===== src/sl_ctrl_pkg.sv =====
// core control types shared by the support logic trackers and the top level
package sl_ctrl_pkg;

  // --------------------
  // controller pc select
  // --------------------
  // encoding of the pc mux select driven by the controller FSM
  typedef enum logic [3:0] {
    PC_BOOT     = 4'b0000,
    PC_JUMP     = 4'b0010,
    PC_BRANCH   = 4'b0011,
    PC_MRET     = 4'b0101,
    PC_DRET     = 4'b0111,
    PC_TRAP_EXC = 4'b1000,
    PC_TRAP_IRQ = 4'b1001,
    PC_TRAP_DBD = 4'b1010,
    PC_TRAP_DBE = 4'b1011
  } pc_mux_e;

  // retires a debug request stays recorded when seen without a retire
  localparam int DBG_REQ_HOLD_C = 2;

endpackage : sl_ctrl_pkg


===== src/sl_obi_pkg.sv =====
// OBI monitor types and default sizes for the bus support logic
package sl_obi_pkg;

  // --------------------
  // phase monitor state
  // --------------------
  // idle covers both "no request" and "request granted this cycle"
  typedef enum logic {
    OBI_IDLE      = 1'b0,
    OBI_ADDR_WAIT = 1'b1
  } obi_phase_e;

  // width of the address phase counter
  localparam int OBI_CNT_W_C = 8;

  // max outstanding requests tracked per attribute
  localparam int ATTR_FIFO_DEPTH_C = 4;

endpackage : sl_obi_pkg


===== src/sl_obi_phases_monitor.sv =====
// OBI phase monitor: address and response phase continuation and grant count
`timescale 1ns/10ps

module sl_obi_phases_monitor
  import sl_obi_pkg::*;
#(
  parameter int CNT_W = OBI_CNT_W_C
) (
  input  logic             in_support_if,
  input  logic             reset_i,
  input  logic             obi_req_i,
  input  logic             obi_gnt_i,
  input  logic             obi_rvalid_i,
  output logic             addr_ph_cont_o,
  output logic             resp_ph_cont_o,
  output logic [CNT_W-1:0] v_addr_ph_cnt_o
);

  obi_phase_e       state_q;
  logic [CNT_W-1:0] outstanding_q;
  logic [CNT_W-1:0] addr_cnt_q;
  logic             addr_done;

  // address phase completes on req and gnt together
  assign addr_done = obi_req_i && obi_gnt_i;

  always_ff @(posedge in_support_if) begin
    if (reset_i) begin
      state_q       <= OBI_IDLE;
      outstanding_q <= '0;
      addr_cnt_q    <= '0;
    end else begin
      // stalled request moves to wait, anything else back to idle
      state_q <= (obi_req_i && !obi_gnt_i) ? OBI_ADDR_WAIT : OBI_IDLE;
      // grants in, responses out
      case ({addr_done, obi_rvalid_i})
        2'b10:   outstanding_q <= outstanding_q + 1'b1;
        2'b01:   outstanding_q <= outstanding_q - 1'b1;
        default: outstanding_q <= outstanding_q;
      endcase
      // wraps at CNT_W bits
      if (addr_done) begin
        addr_cnt_q <= addr_cnt_q + 1'b1;
      end
    end
  end

  assign addr_ph_cont_o  = obi_req_i && (state_q == OBI_ADDR_WAIT);
  assign resp_ph_cont_o  = (outstanding_q != '0) && !obi_rvalid_i;
  assign v_addr_ph_cnt_o = addr_cnt_q;

  // --------------------
  // protocol checks
  // --------------------
  // response needs an earlier grant
  a_rvalid_has_req: assert property (@(posedge in_support_if) disable iff (reset_i)
    obi_rvalid_i |-> (outstanding_q != '0));

  // stalled request must stay up until granted
  a_req_held_in_stall: assert property (@(posedge in_support_if) disable iff (reset_i)
    (obi_req_i && !obi_gnt_i) |=> obi_req_i);

endmodule : sl_obi_phases_monitor


===== src/sl_req_attribute_fifo.sv =====
// request attribute FIFO: pairs each OBI response with its request's attribute
`timescale 1ns/10ps

module sl_req_attribute_fifo
  import sl_obi_pkg::*;
#(
  parameter int ATTR_WIDTH = 1,
  parameter int DEPTH      = ATTR_FIFO_DEPTH_C
) (
  input  logic                  in_support_if,
  input  logic                  reset_i,
  input  logic                  req_i,
  input  logic                  gnt_i,
  input  logic                  rvalid_i,
  input  logic [ATTR_WIDTH-1:0] attr_i,
  output logic [ATTR_WIDTH-1:0] attr_o
);

  localparam int PTR_W = (DEPTH > 1) ? $clog2(DEPTH) : 1;
  localparam int OCC_W = $clog2(DEPTH + 1);

  logic [ATTR_WIDTH-1:0] mem [DEPTH];
  logic [PTR_W-1:0]      wr_ptr_q;
  logic [PTR_W-1:0]      rd_ptr_q;
  logic [OCC_W-1:0]      count_q;
  logic                  push;
  logic                  pop;
  logic                  empty;
  logic                  full;

  assign empty = (count_q == '0);
  assign full  = (count_q == OCC_W'(DEPTH));
  // push at address phase completion, pop with the response
  assign push  = req_i && gnt_i;
  assign pop   = rvalid_i && !empty;

  // storage only, no reset needed
  always_ff @(posedge in_support_if) begin
    if (push) begin
      mem[wr_ptr_q] <= attr_i;
    end
  end

  always_ff @(posedge in_support_if) begin
    if (reset_i) begin
      wr_ptr_q <= '0;
      rd_ptr_q <= '0;
      count_q  <= '0;
    end else begin
      if (push) begin
        wr_ptr_q <= (wr_ptr_q == PTR_W'(DEPTH - 1)) ? '0 : wr_ptr_q + 1'b1;
      end
      if (pop) begin
        rd_ptr_q <= (rd_ptr_q == PTR_W'(DEPTH - 1)) ? '0 : rd_ptr_q + 1'b1;
      end
      case ({push, pop})
        2'b10:   count_q <= count_q + 1'b1;
        2'b01:   count_q <= count_q - 1'b1;
        default: count_q <= count_q;
      endcase
    end
  end

  // oldest entry is shown while it waits, zero when nothing is outstanding
  assign attr_o = empty ? '0 : mem[rd_ptr_q];

  a_no_push_full: assert property (@(posedge in_support_if) disable iff (reset_i)
    (push && full) |-> pop);

  a_no_rvalid_empty: assert property (@(posedge in_support_if) disable iff (reset_i)
    rvalid_i |-> !empty);

endmodule : sl_req_attribute_fifo


===== src/sl_gntpar_detector.sv =====
// grant parity error detector, holding an error across a stalled address phase
`timescale 1ns/10ps

module sl_gntpar_detector (
  input  logic in_support_if,
  input  logic reset_i,
  input  logic req_i,
  input  logic gnt_i,
  input  logic gntpar_i,
  output logic error_o
);

  logic prev_err_q;

  // gntpar should be the inverse of gnt
  // an error from an earlier stall cycle still counts
  assign error_o = req_i && ((gnt_i == gntpar_i) || prev_err_q);

  always_ff @(posedge in_support_if) begin
    if (reset_i) begin
      prev_err_q <= 1'b0;
    end else if (req_i && !gnt_i) begin
      // stall, keep whatever was seen so far
      prev_err_q <= error_o;
    end else begin
      prev_err_q <= 1'b0;
    end
  end

endmodule : sl_gntpar_detector


===== src/sl_exception_tracker.sv =====
// exception tracker: flags a data request issued after a trap was taken
`timescale 1ns/10ps

module sl_exception_tracker
  import sl_ctrl_pkg::*;
(
  input  logic    in_support_if,
  input  logic    reset_i,
  input  logic    pc_set_i,
  input  pc_mux_e pc_mux_i,
  input  logic    rvfi_valid_i,
  input  logic    data_req_i,
  input  logic    data_gnt_i,
  output logic    req_after_exception_o
);

  logic data_gnt_q;
  logic exception_active_q;
  logic req_after_exc_q;
  logic trap_taken;
  logic req_after_gnt;

  // trap in wb, exception or debug-entry-on-exception
  assign trap_taken    = pc_set_i && ((pc_mux_i == PC_TRAP_EXC) || (pc_mux_i == PC_TRAP_DBE));
  assign req_after_gnt = data_req_i && data_gnt_q;

  always_ff @(posedge in_support_if) begin
    if (reset_i) begin
      data_gnt_q         <= 1'b0;
      exception_active_q <= 1'b0;
      req_after_exc_q    <= 1'b0;
    end else begin
      data_gnt_q <= data_gnt_i;
      if (trap_taken) begin
        exception_active_q <= 1'b1;
        if (req_after_gnt) begin
          req_after_exc_q <= 1'b1;
        end
      end else if (rvfi_valid_i) begin
        // retire ends the multi-op sequence
        exception_active_q <= 1'b0;
        req_after_exc_q    <= 1'b0;
      end else if (exception_active_q && req_after_gnt) begin
        req_after_exc_q <= 1'b1;
      end
    end
  end

  assign req_after_exception_o = req_after_exc_q;

endmodule : sl_exception_tracker


===== src/sl_debug_tracker.sv =====
// debug tracker: first debug instruction, first fetch and recorded debug request
`timescale 1ns/10ps

module sl_debug_tracker
  import sl_ctrl_pkg::*;
(
  input  logic in_support_if,
  input  logic reset_i,
  input  logic rvfi_valid_i,
  input  logic rvfi_dbg_mode_i,
  input  logic rvfi_is_dret_i,
  input  logic rvfi_trap_i,
  input  logic debug_req_i,
  input  logic fetch_enable_i,
  output logic first_debug_ins_o,
  output logic first_fetch_o,
  output logic recorded_dbg_req_o
);

  localparam int HOLD_W = $clog2(DBG_REQ_HOLD_C + 1);

  logic              dbg_flag_q;
  logic              dret_pending_q;
  logic              fetch_seen_q;
  logic              recorded_q;
  logic [HOLD_W-1:0] hold_cnt_q;

  // --------------------
  // debug entry
  // --------------------
  assign first_debug_ins_o = rvfi_valid_i && rvfi_dbg_mode_i && !dbg_flag_q;

  always_ff @(posedge in_support_if) begin
    if (reset_i) begin
      dbg_flag_q     <= 1'b0;
      dret_pending_q <= 1'b0;
    end else begin
      if (rvfi_valid_i) begin
        dbg_flag_q <= rvfi_dbg_mode_i;
        if (rvfi_is_dret_i && !rvfi_trap_i) begin
          dret_pending_q <= 1'b1;
        end
      end
      // dret retired last cycle, rearm the flag
      if (dret_pending_q) begin
        dbg_flag_q     <= 1'b0;
        dret_pending_q <= 1'b0;
      end
    end
  end

  // --------------------
  // core startup
  // --------------------
  assign first_fetch_o = fetch_enable_i && !fetch_seen_q;

  always_ff @(posedge in_support_if) begin
    if (reset_i) begin
      fetch_seen_q <= 1'b0;
    end else if (fetch_enable_i) begin
      fetch_seen_q <= 1'b1;
    end
  end

  // --------------------
  // debug request record
  // --------------------
  // kept long enough that the core could have taken the request
  always_ff @(posedge in_support_if) begin
    if (reset_i) begin
      recorded_q <= 1'b0;
      hold_cnt_q <= '0;
    end else if (debug_req_i) begin
      recorded_q <= 1'b1;
      hold_cnt_q <= rvfi_valid_i ? HOLD_W'(1) : HOLD_W'(DBG_REQ_HOLD_C);
    end else if (rvfi_valid_i) begin
      if (hold_cnt_q != '0) begin
        hold_cnt_q <= hold_cnt_q - 1'b1;
      end else begin
        recorded_q <= 1'b0;
      end
    end
  end

  assign recorded_dbg_req_o = recorded_q;

endmodule : sl_debug_tracker


===== src/sl_support_logic.sv =====
// support logic top: bus monitors, attribute FIFOs and core trackers
`timescale 1ns/10ps

module sl_support_logic
  import sl_ctrl_pkg::*;
  import sl_obi_pkg::*;
#(
  parameter int CNT_W           = OBI_CNT_W_C,
  parameter int ATTR_FIFO_DEPTH = ATTR_FIFO_DEPTH_C
) (
  input  logic             in_support_if,
  input  logic             reset_i,
  // instruction bus
  input  logic             instr_req_i,
  input  logic             instr_gnt_i,
  input  logic             instr_gntpar_i,
  input  logic             instr_rvalid_i,
  input  logic [31:0]      instr_req_pc_i,
  input  logic             instr_integrity_i,
  // data bus
  input  logic             data_req_i,
  input  logic             data_gnt_i,
  input  logic             data_gntpar_i,
  input  logic             data_rvalid_i,
  input  logic             data_req_is_store_i,
  input  logic             data_integrity_i,
  // controller and retirement
  input  logic             pc_set_i,
  input  pc_mux_e          pc_mux_i,
  input  logic             rvfi_valid_i,
  input  logic             rvfi_dbg_mode_i,
  input  logic             rvfi_is_dret_i,
  input  logic             rvfi_trap_i,
  input  logic             debug_req_i,
  input  logic             fetch_enable_i,
  // instruction bus results
  output logic             instr_addr_ph_cont_o,
  output logic             instr_resp_ph_cont_o,
  output logic [CNT_W-1:0] instr_v_addr_ph_cnt_o,
  output logic [31:0]      instr_resp_pc_o,
  output logic             instr_req_had_integrity_o,
  output logic             gntpar_error_in_response_instr_o,
  // data bus results
  output logic             data_addr_ph_cont_o,
  output logic             data_resp_ph_cont_o,
  output logic [CNT_W-1:0] data_v_addr_ph_cnt_o,
  output logic             req_was_store_o,
  output logic             data_req_had_integrity_o,
  output logic             gntpar_error_in_response_data_o,
  // tracker results
  output logic             req_after_exception_o,
  output logic             first_debug_ins_o,
  output logic             first_fetch_o,
  output logic             recorded_dbg_req_o
);

  logic instr_gntpar_err;
  logic data_gntpar_err;

  // --------------------
  // bus phase monitors
  // --------------------
  sl_obi_phases_monitor #(.CNT_W(CNT_W)) u_instr_phases (
    .in_support_if  (in_support_if),
    .reset_i        (reset_i),
    .obi_req_i      (instr_req_i),
    .obi_gnt_i      (instr_gnt_i),
    .obi_rvalid_i   (instr_rvalid_i),
    .addr_ph_cont_o (instr_addr_ph_cont_o),
    .resp_ph_cont_o (instr_resp_ph_cont_o),
    .v_addr_ph_cnt_o(instr_v_addr_ph_cnt_o)
  );

  sl_obi_phases_monitor #(.CNT_W(CNT_W)) u_data_phases (
    .in_support_if  (in_support_if),
    .reset_i        (reset_i),
    .obi_req_i      (data_req_i),
    .obi_gnt_i      (data_gnt_i),
    .obi_rvalid_i   (data_rvalid_i),
    .addr_ph_cont_o (data_addr_ph_cont_o),
    .resp_ph_cont_o (data_resp_ph_cont_o),
    .v_addr_ph_cnt_o(data_v_addr_ph_cnt_o)
  );

  // --------------------
  // grant parity
  // --------------------
  sl_gntpar_detector u_instr_gntpar (
    .in_support_if(in_support_if),
    .reset_i      (reset_i),
    .req_i        (instr_req_i),
    .gnt_i        (instr_gnt_i),
    .gntpar_i     (instr_gntpar_i),
    .error_o      (instr_gntpar_err)
  );

  sl_gntpar_detector u_data_gntpar (
    .in_support_if(in_support_if),
    .reset_i      (reset_i),
    .req_i        (data_req_i),
    .gnt_i        (data_gnt_i),
    .gntpar_i     (data_gntpar_i),
    .error_o      (data_gntpar_err)
  );

  // --------------------
  // response attributes
  // --------------------
  // instruction bus: fetch pc, integrity, gntpar error
  sl_req_attribute_fifo #(.ATTR_WIDTH(32), .DEPTH(ATTR_FIFO_DEPTH)) u_instr_pc_fifo (
    .in_support_if(in_support_if),
    .reset_i      (reset_i),
    .req_i        (instr_req_i),
    .gnt_i        (instr_gnt_i),
    .rvalid_i     (instr_rvalid_i),
    .attr_i       (instr_req_pc_i),
    .attr_o       (instr_resp_pc_o)
  );

  sl_req_attribute_fifo #(.ATTR_WIDTH(1), .DEPTH(ATTR_FIFO_DEPTH)) u_instr_integ_fifo (
    .in_support_if(in_support_if),
    .reset_i      (reset_i),
    .req_i        (instr_req_i),
    .gnt_i        (instr_gnt_i),
    .rvalid_i     (instr_rvalid_i),
    .attr_i       (instr_integrity_i),
    .attr_o       (instr_req_had_integrity_o)
  );

  sl_req_attribute_fifo #(.ATTR_WIDTH(1), .DEPTH(ATTR_FIFO_DEPTH)) u_instr_gntpar_fifo (
    .in_support_if(in_support_if),
    .reset_i      (reset_i),
    .req_i        (instr_req_i),
    .gnt_i        (instr_gnt_i),
    .rvalid_i     (instr_rvalid_i),
    .attr_i       (instr_gntpar_err),
    .attr_o       (gntpar_error_in_response_instr_o)
  );

  // data bus: store flag, integrity, gntpar error
  sl_req_attribute_fifo #(.ATTR_WIDTH(1), .DEPTH(ATTR_FIFO_DEPTH)) u_data_store_fifo (
    .in_support_if(in_support_if),
    .reset_i      (reset_i),
    .req_i        (data_req_i),
    .gnt_i        (data_gnt_i),
    .rvalid_i     (data_rvalid_i),
    .attr_i       (data_req_is_store_i),
    .attr_o       (req_was_store_o)
  );

  sl_req_attribute_fifo #(.ATTR_WIDTH(1), .DEPTH(ATTR_FIFO_DEPTH)) u_data_integ_fifo (
    .in_support_if(in_support_if),
    .reset_i      (reset_i),
    .req_i        (data_req_i),
    .gnt_i        (data_gnt_i),
    .rvalid_i     (data_rvalid_i),
    .attr_i       (data_integrity_i),
    .attr_o       (data_req_had_integrity_o)
  );

  sl_req_attribute_fifo #(.ATTR_WIDTH(1), .DEPTH(ATTR_FIFO_DEPTH)) u_data_gntpar_fifo (
    .in_support_if(in_support_if),
    .reset_i      (reset_i),
    .req_i        (data_req_i),
    .gnt_i        (data_gnt_i),
    .rvalid_i     (data_rvalid_i),
    .attr_i       (data_gntpar_err),
    .attr_o       (gntpar_error_in_response_data_o)
  );

  // --------------------
  // core trackers
  // --------------------
  sl_exception_tracker u_exc_tracker (
    .in_support_if        (in_support_if),
    .reset_i              (reset_i),
    .pc_set_i             (pc_set_i),
    .pc_mux_i             (pc_mux_i),
    .rvfi_valid_i         (rvfi_valid_i),
    .data_req_i           (data_req_i),
    .data_gnt_i           (data_gnt_i),
    .req_after_exception_o(req_after_exception_o)
  );

  sl_debug_tracker u_dbg_tracker (
    .in_support_if     (in_support_if),
    .reset_i           (reset_i),
    .rvfi_valid_i      (rvfi_valid_i),
    .rvfi_dbg_mode_i   (rvfi_dbg_mode_i),
    .rvfi_is_dret_i    (rvfi_is_dret_i),
    .rvfi_trap_i       (rvfi_trap_i),
    .debug_req_i       (debug_req_i),
    .fetch_enable_i    (fetch_enable_i),
    .first_debug_ins_o (first_debug_ins_o),
    .first_fetch_o     (first_fetch_o),
    .recorded_dbg_req_o(recorded_dbg_req_o)
  );

endmodule : sl_support_logic


===== config.mk =====
export PLATFORM = sky130hd
export DESIGN_NAME = sl_support_logic
export DESIGN_NICKNAME = d
export VERILOG_FILES = /design/src/sl_ctrl_pkg.sv /design/src/sl_obi_pkg.sv /design/src/sl_obi_phases_monitor.sv /design/src/sl_req_attribute_fifo.sv /design/src/sl_gntpar_detector.sv /design/src/sl_exception_tracker.sv /design/src/sl_debug_tracker.sv /design/src/sl_support_logic.sv
export SDC_FILE = /design/constraint.sdc
export NUM_CORES = 1
export LEC_CHECK = 0
export ABC_CLOCK_PERIOD_IN_PS = 3250
export BUFFER_PORTS_ARGS = -buffer_cell sky130_fd_sc_hd__buf_2
export CAP_MARGIN = 20
export CORE_MARGIN = 2
export CORE_UTILIZATION = 40
export CTS_CLUSTER_SIZE = 20
export DETAILED_ROUTE_END_ITERATION = 8
export PLACE_DENSITY = 0.72
export SLEW_MARGIN = 15
export SYNTH_ARGS = -nofsm -noshare
export SYNTH_HDL_FRONTEND = slang
export SYNTH_SLANG_ARGS = --single-unit

===== constraint.sdc =====
create_clock -name in_support_if -period 3.25 [get_ports in_support_if]
set_clock_uncertainty 0.15 [all_clocks]
set_input_delay 0.325 -clock in_support_if [delete_from_list [all_inputs] [get_ports in_support_if]]
set_output_delay 0.325 -clock in_support_if [all_outputs]
set_load 0.05 [all_outputs]

# --- After elaboration in Yosys (flattened, before gate mapping) ---
# Memories as Yosys holds them, arrays and structs flattened. A register that Yosys moved wholly into a read port is not among the register bits.
# Index checks and enable logic that the tools add are counted.
word_totals:
  out_inout_bits: 61
  word_cells: 233
  mem_count: 6
  mem_bits_rw: 148
  regBits: 87
  inputBits: 56
classes:
  n_mux: 58
  addsub: 31
  eq_ne: 34
  n_reduce_logical: 67
  n_bitwise: 3
memory_table:
  columns: ["memory", "depth", "width", "read_ports", "rd_ports_with_merged_regs", "write_ports", "line", "source"]
  rows:
  - ["u_instr_pc_fifo.mem", 4, 32, 1, 1, 1, "sl_req_attribute_fifo.sv:22", "logic [ATTR_WIDTH-1:0] mem [DEPTH];"]
  - ["u_data_gntpar_fifo.mem", 4, 1, 1, 1, 1, "sl_req_attribute_fifo.sv:22", null]
  - ["u_data_integ_fifo.mem", 4, 1, 1, 1, 1, "sl_req_attribute_fifo.sv:22", null]
  - ["u_data_store_fifo.mem", 4, 1, 1, 1, 1, "sl_req_attribute_fifo.sv:22", null]
  - ["u_instr_gntpar_fifo.mem", 4, 1, 1, 1, 1, "sl_req_attribute_fifo.sv:22", null]
  - ["u_instr_integ_fifo.mem", 4, 1, 1, 1, 1, "sl_req_attribute_fifo.sv:22", null]
op_table:
  columns: ["cell", "count"]
  rows:
  - ["$mux 2", 28]
  - ["$eq 2x2->1 const B", 20]
  - ["$pmux 3 s2", 6]
  - ["$add 8x1->8 const B", 4]
  - ["$mux 32", 1]
  - ["$pmux 8 s2", 2]
  - ["$add 2x1->2 const B", 12]
  - ["$reduce_bool 2->1", 12]
  - ["$logic_and 1x1->1", 23]
  - ["$mux 1", 21]
  - ["$add 3x1->3 const B", 6]
  - ["$logic_not 3->1", 6]
  - ["$sub 3x1->3 const B", 6]
  - ["$eq 2x1->1 const B", 8]
  - ["$reduce_bool 8->1", 2]
  - ["$sub 8x1->8 const B", 2]
  - ["$logic_not 1->1", 13]
  - ["$eq 4x4->1 const B", 2]
  - ["$reduce_and 2->1", 3]
  - ["$reduce_or 2->1", 3]
  - ["$ne 2x2->1 const B", 2]
  - ["$logic_or 1x1->1", 3]
  - ["$not 1->1", 3]
  - ["$reduce_bool 3->1", 1]
  - ["3 further kinds", 4]

# --- Depth between registers and ports, before layout ---
# Gate-level depths: netlist of run 1.
depth:
  ltp_word: 5
  depth_mapped: 14
  depth_no_buf: 10

# --- Cells and area by module ---
# A second synthesis of run 1 with hierarchy kept.
hier_totals:
  hier_cells: 844
  area_unflattened_um2: 11141.9
by_module_without_submodules:
  columns: ["mod", "area_per_inst_um2", "seq_area_each_um2", "instances", "cells_each"]
  rows:
  - ["sl_req_attribute_fifo at u_instr_pc_fifo", 5325.1, 4023.9, 1, 251]
  - ["sl_req_attribute_fifo at u_data_gntpar_fifo ...", 614.3, 300.3, 5, 54]
  - ["sl_obi_phases_monitor", 1116.1, 340.3, 2, 135]
  - ["sl_debug_tracker", 256.5, 120.1, 1, 30]
  - ["sl_exception_tracker", 141.4, 60.1, 1, 13]
  - ["sl_gntpar_detector", 57.6, 20.0, 2, 5]

# --- Worst setup path before layout of run 1 ---
# OpenSTA, ideal clock, no wires.
synth_path:
  path_kind: "input-to-reg"
  startpoint: "in instr_gnt_i"
  endpoint: "reg u_instr_phases.outstanding_q[4]"
  setup_ps: 121
  arrival_ps: 3065
  slack_ps: -86
  path_stages: 14
  path_cell_list: "and2_1 buf_2 inv_1 clkbuf_1 ha_1 buf_2 buf_2 xor2_1 ha_1 a21boi_1 o22ai_1 or3_1 a21oi_1 mux2_4"
synth_between:
  elab_chain_cells: 3
synth_lines:
  columns: ["item", "line", "source"]
  rows:
  - ["from (decl)", "sl_support_logic.sv:15", "input logic instr_gnt_i,"]
  - ["$logic_and 1x1->1 (*)", "sl_obi_phases_monitor.sv:25", "assign addr_done = obi_req_i && obi_gnt_i;"]
  - ["$eq 2x1->1 / $eq 2x2->1 (equally long branches)", "sl_obi_phases_monitor.sv:36", "case ({addr_done, obi_rvalid_i})"]
  - ["$pmux 8 s2 / $reduce_bool 2->1 (equally long branches)", null, null]
  - ["to (signal assigned)", "sl_obi_phases_monitor.sv:37", "2'b10: outstanding_q <= outstanding_q + 1'b1;"]
  - ["to (signal assigned)", "sl_obi_phases_monitor.sv:38", "2'b01: outstanding_q <= outstanding_q - 1'b1;"]
  - ["to (signal assigned)", "sl_obi_phases_monitor.sv:39", "default: outstanding_q <= outstanding_q;"]
  - ["to (decl)", "sl_obi_phases_monitor.sv:20", "logic [CNT_W-1:0] outstanding_q;"]
# Every way passes the cells marked *; elsewhere a longest branch is shown, timed or not.
# A chain may end at the register's enable or synchronous reset.

==> metrics.txt, run 1 <==
syn_area_per_cell 12.8 µm²; ys flop type edfxtp_1; Final period util 88.1%; Hold WS 0.0275 ns; post-detail-place hpwl 13400 µm; Vias/cell 5.08; post-synth top area cell edfxtp_1; Worst Tran Pin Value 0.616 ns; vias in the first global route 6975; CTS tree built; IO Count 117; port bufs 116; Setup crit start kind flop; clk_lat worst skew 0.52 ns; FP Rows 60; Cell variety after synth 62; Cell Pwr Density 725 nW/µm²; DRT antenna net count 0; Final GP Congestion 0.759; share of cells above drive strength 1 20.3%; Setup Fix Bufs, Post-CTS 0; Slew Viols, Final 0; CTS max path bufs 3; mapped cell area 10900 µm²; total number of vias 6995; clock root buffer clkbuf_16; antenna violations before repair 1; placed cells 1285; Post-DP Area 11900 µm²; Slowest cell on crit path dfxtp_2; initial drt markers 467; total grt overflow 0; clk sinks 247; MaxCap Viol Count 0; Final Util 48.9%; Critical Path End Type output port; Slew HR 58.6%; commonest cells after routing, fill and taps aside edfxtp_1 (148), buf_2 (115), dfxtp_1 (98); number of H-tree levels 1; number of flops mapped to enable cells by yosys 148; minimum clock period 2.86 ns; Fin. Hold Viols 0; first-pass GRT wire length 34400 µm; Post-Syn Instances 855; Synthesis Warnings 0; CP Data Required Time 2.77 ns; core area 26900 µm²; Initial Util 40.7%; Max Freq 349 MHz; antenna diode count 0; maximum VDD drop 676 µV; final WL 21100 µm; largest net degree at the start of global routing 58; unrepaired setup endpoints after global routing false; clk slew on worst S/H paths 0.06 ns; crit path DAT 2.39 ns; most common cell after layout, fill and taps aside edfxtp_1; Final #Nets 1125; fin cells 1378; Min-Delay Path Class in -> reg; residual DRC count 0; Yosys top cell area share 40.6%; LEAKAGE 0.00506 µW; synthesis-to-finish area growth 20.1%; CP Max Fanout 13; Synthesized Nets 963; Seq/Total Area, Yosys 58.8%; CP Class reg -> out; setup_tns 0 ns; CP Cell Sequence buf_4 -> mux4_2 -> nor2b_1 -> buf_2; Die X 169 µm; Final setup viols 0; total die area 28700 µm²; GRT Util Overall 14.7%; status complete, no violations; Seq cells post-synth 247; Num CTS Buffers 26; Die Y 169 µm; Async S/R FF share, synth 0%; fin area 13100 µm²; slowest cell delay on critical path 0.61 ns; detailed-router iteration count before antenna repair 4; WL per Instance 15.3 µm; Area contributors post-synth edfxtp_1 (41%), dfxtp_1 (18%), mux4_2 (7.6%), ha_1 (5.3%), nor2b_1 (2.9%)
-- synth_stat cells, types with 4 or more instances --
master    count
nor3b_1       4
and2_1        5
o31a_1        5
nor3_1       18
dfxtp_1      99
nand2_1      32
mux2i_1      10
nor2_1       69
and3_1       28
edfxtp_1    148
o31ai_1       7
nand4_1       6
inv_1        44
mux4_2       37
nand2b_1      7
o21ai_0      24
xor2_1       27
ha_1         46
buf_1         5
or3_1        17
nor2b_1      50
o21ai_1       4
nand3_1       5
clkbuf_1     22
xnor2_1       5
a31oi_1       5
buf_2        13
fa_1          6
a21oi_1      50
o22ai_1       5
-- what timing repair did --
| action | 4_1_cts | 5_1_grt |
|---|---|---|
| hold endpoints to repair | 148 | 0 |
| resized for setup | 0 | 0 |
| setup endpoints to repair | 0 | 0 |
| hold buffers | 45 | 0 |
-- cell type report --
type                            instances  area [µm²]
Clock buffer                           46         746
Clock inverter                          2        46.3
Fill cell                            2360       13700
Inverter                               44         165
Multi-Input combinational cell        520        4150
Sequential cell                       247        6430
Tap cell                              341         427
Timing Repair Buffer                  178        1170
-- final timing paths --
kind                                    from                               to  slack, ns  cells past startpoint
max                                     flop              instr_resp_pc_o[31]       0.39                      4
max reg2reg  u_instr_phases.outstanding_q[1]  u_instr_phases.outstanding_q[4]       0.91                      7
min                            data_gntpar_i         u_data_gntpar.prev_err_q       0.03                      4
min reg2reg     u_dbg_tracker.dret_pending_q         u_dbg_tracker.dbg_flag_q       0.28                      1
-- power by group --
group	internal, µW	switching, µW	total [µW]
Clock	1620	1130	2760
Sequential	3580	265	3840
Combinational	1030	1890	2920
Total	6230	3290	9510
-- sequential cells by signal, indices dropped and copies added, names as in the netlist, 3 cells and up, named ones only --
name                            flops
u_instr_pc_fifo.mem               128
u_instr_integ_fifo.count_q          3
u_data_gntpar_fifo.mem              4
u_data_integ_fifo.count_q           3
u_instr_gntpar_fifo.count_q         3
u_instr_integ_fifo.mem              4
u_data_store_fifo.mem               4
u_data_phases.v_addr_ph_cnt_o       8
u_data_gntpar_fifo.count_q          3
u_instr_gntpar_fifo.mem             4
u_instr_phases.outstanding_q        8
u_data_store_fifo.count_q           3
u_data_integ_fifo.mem               4
u_instr_phases.v_addr_ph_cnt_o      8
u_instr_pc_fifo.count_q             3
u_data_phases.outstanding_q         8
-- critical path: cells and delay by family, from the launching register on --
family,cells,cell delay [ns]
buffers and inverters,2,0.57
DFF,1,0.61
muxes,1,0.54
and+or+nand+nor,1,0.15
-- per-stage QoR --
step	power (µW)	setup slack, ns
3_3_place_gp	6730	0.607
4_1_cts	9630	0.292
6_report	9510	0.387
5_1_grt	10000	0.208
2_1_floorplan	6140	0.0964
3_5_place_dp	6800	0.555
-- cell families after synthesis --
kind of cell | after synthesis | share of synthesized area [%]
XOR/XNOR | 32 | 2.56
AND/OR/NAND/NOR | 257 | 12.8
buffers and inverters | 88 | 3.38
AO/OA/AOI/OAI | 128 | 7.20
multiplexers | 51 | 8.98
flip-flops | 247 | 58.8
adder cells (fa/ha/maj) | 52 | 6.36
-- metal layers --
| metal | part of all wire [%] | vias to the layer above | global-route usage [%] | routed length [µm] |
|---|---|---|---|---|
| met2 | 48 | 159 | 25.7 | 10200 |
| met3 | 5.3 | 31 | 3.22 | 1120 |
| met5 | 0.062 | - | 0 | 13 |
| met4 | 1.7 | 2 | 2.90 | 349 |
| li1 | - | 3429 | - | - |
| met1 | 45 | 3374 | 18.8 | 9420 |
Power figures use the tool's default switching activity.
==> run 2: changes to the inputs <==
CORE_ASPECT_RATIO = 0.7   (was unset)
==> run 2 against run 1 <==
Effect of this change: flip-flop and latch count unchanged; sequential power about the same; register-to-register slack worse by 0.11 ns; count of clock-buffer cells in the layout down 14.
==> metrics.txt, run 2 (synthesized netlist as in run 1, its figures left out) <==
status complete, no violations; Flop pwr share 39.4%; MaxCap Viol Count 0; clk slew on worst S/H paths 0.06 ns; residual DRC count 0; wl on met1 10700 µm; CP Cell Sequence dlygate4sd3_1 -> buf_2 -> and2_1 -> inv_1 -> ha_1 -> xor2_1 -> ha_1 -> nand4bb_1 -> nand3_1 -> or3b_1 -> a21o_1 -> a21oi_2; core area 26800 µm²; FP Rows 50; Fillers 2369; Worst Tran Pin Value 0.625 ns; Switching Share 35.0%; IO Count 117; largest net degree at the start of global routing 33; unrepaired setup endpoints after global routing false; met2 routed WL 10300 µm; Power Internal 6290 µW; Initial Util 40.8%; Vias/cell 4.99; PostCTS Resize Cnt 0; max reg flops 128; maximum VDD drop 522 µV; instance count on the critical path 12; CP delay by family, top buffers and inverters; Top reg by flops u_instr_pc_fifo.mem; Final Util 49.5%; LEAKAGE 0.00512 µW; RR Startpoint u_instr_phases.outstanding_q[1]; post-detail-place hpwl 14500 µm; share of cells above drive strength 1 21.4%; most common cell after layout, fill and taps aside edfxtp_1; Final GP Congestion 0.804; vias in the first global route 6880; Critical path buffers and inverters 3; GRT Util Overall 15.7%; reg-to-reg slack, setup 0.80 ns; first-pass GRT wire length 35900 µm; Cell Pwr Density 730 nW/µm²; Slew Viols, Final 0; Slowest cell on crit path dlygate4sd3_1; total number of vias 7045; clock root buffer clkbuf_16; top layer in use met4; Final setup viols 0; NetSw 3390 µW; slowest cell delay on critical path 0.54 ns; met3 routed WL 1030 µm; DRT antenna net count 0; total die area 28700 µm²; total grt overflow 0; Die X 202 µm; setup_tns 0 ns; WL per Instance 15.9 µm; antenna violations before repair 1; clock share of power 29.7%; Setup crit start kind input port; CTS tree built; Die Y 142 µm; CP startpoint data_gnt_i; worst reg-to-reg path cell count 7; Setup WS pre-CTS 0.505 ns; number of H-tree levels 1; initial drt markers 354; # hold bufs at CTS 48; detailed-router iteration count before antenna repair 5; Slew HR 58.0%; CTS max path bufs 3; final WL 22400 µm; Critical Path End Type flop; clk sinks 247; commonest cells after routing, fill and taps aside edfxtp_1 (148), buf_2 (116), dfxtp_1 (98); final worst slack 0.478 ns; Gate power share 30.9%; Max Freq 361 MHz; CP Max Fanout 16; Setup Fix Bufs, Post-CTS 0; Fin. Hold Viols 0; Worst Setup EP u_data_phases.outstanding_q[4]; synthesis-to-finish area growth 21.3%; RR Endpoint u_instr_phases.outstanding_q[4]; port bufs 116; CP Class in -> reg; CP Data Required Time 3.56 ns; crit path DAT 3.08 ns; Min-Delay Path Class in -> reg; Final period util 85.3%; Final #Nets 1134; most used cell, CP ha_1; clk_lat worst skew 0.53 ns; minimum clock period 2.77 ns; Num CTS Buffers 26
-- run 2: layout make-up --
cell class / instances / area, µm² / area share, %
Inverter: 44 / 165 / 1.25
Clock inverter: 16 / 138 / 1.04
Multi-Input combinational cell: 520 / 4150 / 31.3
Antenna cell: 1 / 2.50 / 0.0189
Tap cell: 364 / 455 / 3.43
Sequential cell: 247 / 6430 / 48.5
Timing Repair Buffer: 187 / 1230 / 9.30
Clock buffer: 32 / 694 / 5.24
-- run 2: power groups by stage --
stage | Combinational [µW] | Sequential [µW] | Clock, µW
after floorplan | 2350 | 3800 | 0
after global placement | 2910 | 3860 | 0
after detailed placement | 2980 | 3870 | 0
after CTS | 3040 | 3810 | 2970
after global routing | 3260 | 3850 | 3080
final | 2990 | 3810 | 2870
-- run 2: worst min path at each step --
| stage | startpoint | to | slack, ns | cells past startpoint |
|---|---|---|---|---|
| 2_1_floorplan | u_dbg_tracker.dret_pending_q | u_dbg_tracker.dbg_flag_q | 0.24 | 1 |
| 3_3_place_gp | u_dbg_tracker.dret_pending_q | u_dbg_tracker.dbg_flag_q | 0.26 | 1 |
| 3_5_place_dp | u_dbg_tracker.dret_pending_q | u_dbg_tracker.dbg_flag_q | 0.26 | 1 |
| 4_1_cts | instr_gnt_i | u_instr_phases.state_q | 0.02 | 3 |
| 5_1_grt | data_req_i | u_data_phases.state_q | 0.04 | 2 |
| 6_report | instr_gnt_i | u_instr_phases.state_q | 0.04 | 3 |
-- run 2: per-layer routing --
layer / GRT usage (%) / vias to the layer above
met4: 3.68 / 0
met5: 0 / -
met3: 3.11 / 29
li1: - / 3460
met2: 25.2 / 130
met1: 21.9 / 3426
-- run 2: tightest hold or removal path, cell delays in order --
cell and delay, ns:
buf_2 0.09, buf_4 0.18, nor3b_1 0.08
-- run 2: through the flow --
stage	total power [µW]	hold WS (ns)	cells	cell area (µm²)
after global routing	10200	0.0437	1411	13300
after detailed placement	6850	0.256	1314	11900
after CTS	9810	0.0211	1410	13300
final	9680	0.0404	1411	13300
after global placement	6780	0.258	1314	11900
after floorplan	6140	0.244	855	10900
==> run 3: changes to the inputs <==
ABC_CLOCK_PERIOD_IN_PS = 2600   (was 3250)
CORE_MARGIN = unset   (was 2)
PLACE_DENSITY = 0.7   (was 0.72)
clock period = 2.6 ns   (was 3.25 ns; I/O delays follow)
==> run 3 against run 2 <==
Effect of this change: hold slack improved by 0.027 ns; critical path depth down 8; sequential share of layout area down 0.75 points; non-clock buffer count is 13 higher.
==> metrics.txt, run 3 (synthesized netlist as in run 1, its figures left out) <==
grt peak-use layer met2; Die Y 140 µm; met1 global-route usage 22.4%; GRT Util Overall 15.7%; final worst slack 0.109 ns; core area 26800 µm²; total die area 28000 µm²; Final setup viols 0; port bufs 116; Final GP Congestion 0.761; met2 Track Usage GR 24.7%; clock root buffer clkbuf_16; LEAKAGE 0.00522 µW; footprint of the multi-input gates 4190 µm²; first-pass GRT wire length 35500 µm; max reg flops 128; total number of vias 7056; total power 12300 µW; Die X 200 µm; IO Count 117; CTS tree built; commonest cells after routing, fill and taps aside edfxtp_1 (148), buf_2 (113), dfxtp_1 (98); clk slew on worst S/H paths 0.06 ns; largest net degree at the start of global routing 54; clk_lat worst skew 0.53 ns; register area 6430 µm²; number of H-tree levels 1; clk sinks 247; post-detail-place hpwl 13900 µm; final WL 21800 µm; total grt overflow 0; unrepaired setup endpoints after global routing false; maximum VDD drop 784 µV; share of cells above drive strength 1 23.2%; status complete, no violations; Setup WS pre-CTS 0.123 ns; Final #Nets 1147; Fin. Hold Viols 0; synthesis-to-finish area growth 23.2%; initial drt markers 292; minimum clock period 2.49 ns; Final period util 95.8%; MaxCap Viol Count 0; detailed-router iteration count before antenna repair 4; crit path DAT 2.08 ns; Vias/cell 4.96; antenna diode count 0; Fillers 2336; vias in the first global route 6928; Critical Path End Type output port; FP Rows 50; Slew HR 56.4%; Num CTS Buffers 26; Max Freq 402 MHz; WL per Instance 15.3 µm; Slew Viols, Final 0; Top reg by flops u_instr_pc_fifo.mem; CP Data Required Time 2.19 ns; Setup crit start kind flop; routing usage on met3 2.79%; Cell Pwr Density 912 nW/µm²; CP Class reg -> out; residual DRC count 0; CP Max Fanout 7; Hold WS 0.0674 ns; antenna violations before repair 0; Min-Delay Path Class in -> reg; DRT antenna net count 0; Initial Util 40.8%; Worst Tran Pin Value 0.649 ns; CTS max path bufs 3; most common cell after layout, fill and taps aside edfxtp_1
## run 3: cell count changes in the layout (fill, tap and decap cells not counted), moves of 2 or more
cell | previous run | this run
ha_1 | 46 | 43
buf_4 | 23 | 33
buf_2 | 116 | 113
clkbuf_1 | 5 | 7
clkinv_1 | 5 | 0
clkbuf_8 | 0 | 2
buf_12 | 0 | 2
dlygate4sd3_1 | 48 | 50
ha_4 | 0 | 2
## run 3: final cells by class
cell class | instances | share of cell area (%)
inverters | 44 | 1.23
well taps | 364 | 3.38
clock buffers | 35 | 5.23
flip-flops and latches | 247 | 47.7
multi-input cells | 520 | 31.1
clock inverters | 13 | 1.05
repair buffers | 200 | 10.3
## run 3: timing repair
| item | in CTS | in global routing |
|---|---|---|
| pin swaps | 0 | 3 |
| hold endpoints to repair | 158 | 0 |
| cloned | 0 | 1 |
| buffers inserted | 0 | 6 |
| endpoints found under the setup margin | 26 | 20 |
| hold buffers | 50 | 0 |
| resized for setup | 3 | 1 |
## run 3: per-stage QoR
step | util [%] | std cells | cell area [µm²] | TNS (ns)
2_1_floorplan | - | 855 | 11000 | -0.184
3_3_place_gp | 45.0 | 1318 | 12000 | 0
3_5_place_dp | 45.0 | 1318 | 12000 | 0
4_1_cts | 50.1 | 1416 | 13400 | 0
5_1_grt | 50.3 | 1423 | 13500 | 0
6_report | 50.3 | 1423 | 13500 | 0
## run 3: final timing paths
check             cells past startpoint                        startpoint  slack [ns]                                to
setup reg to reg                      8      u_data_integ_fifo.count_q[0]        0.36      u_data_integ_fifo.count_q[2]
hold reg to reg                       2  u_exc_tracker.exception_active_q        0.32  u_exc_tracker.exception_active_q
setup / recovery                      4                              flop        0.11               instr_resp_pc_o[20]
hold / removal                        3                       instr_req_i        0.07            u_instr_phases.state_q
## run 3: critical path, cell delays in order (launching register included)
cell,delay (ns)
dfxtp_4,0.43
buf_4,0.22
mux4_2,0.52
nor2b_1,0.16
buf_2,0.23
## run 3: routing by layer
| layer | up-vias | part of all wire, % |
|---|---|---|
| met4 | 0 | 1.8 |
| li1 | 3478 | - |
| met3 | 28 | 4.9 |
| met5 | - | 0 |
| met2 | 140 | 46 |
| met1 | 3410 | 47 |
## run 3: where the power goes
part           switching [µW]  leakage, µW  total (µW)  internal (µW)
registers                 305      0.00215        4780           4470
logic                    2470      0.00265        3870           1400
clock network            1530     0.000415        3650           2120
total                    4310      0.00522       12300           7990
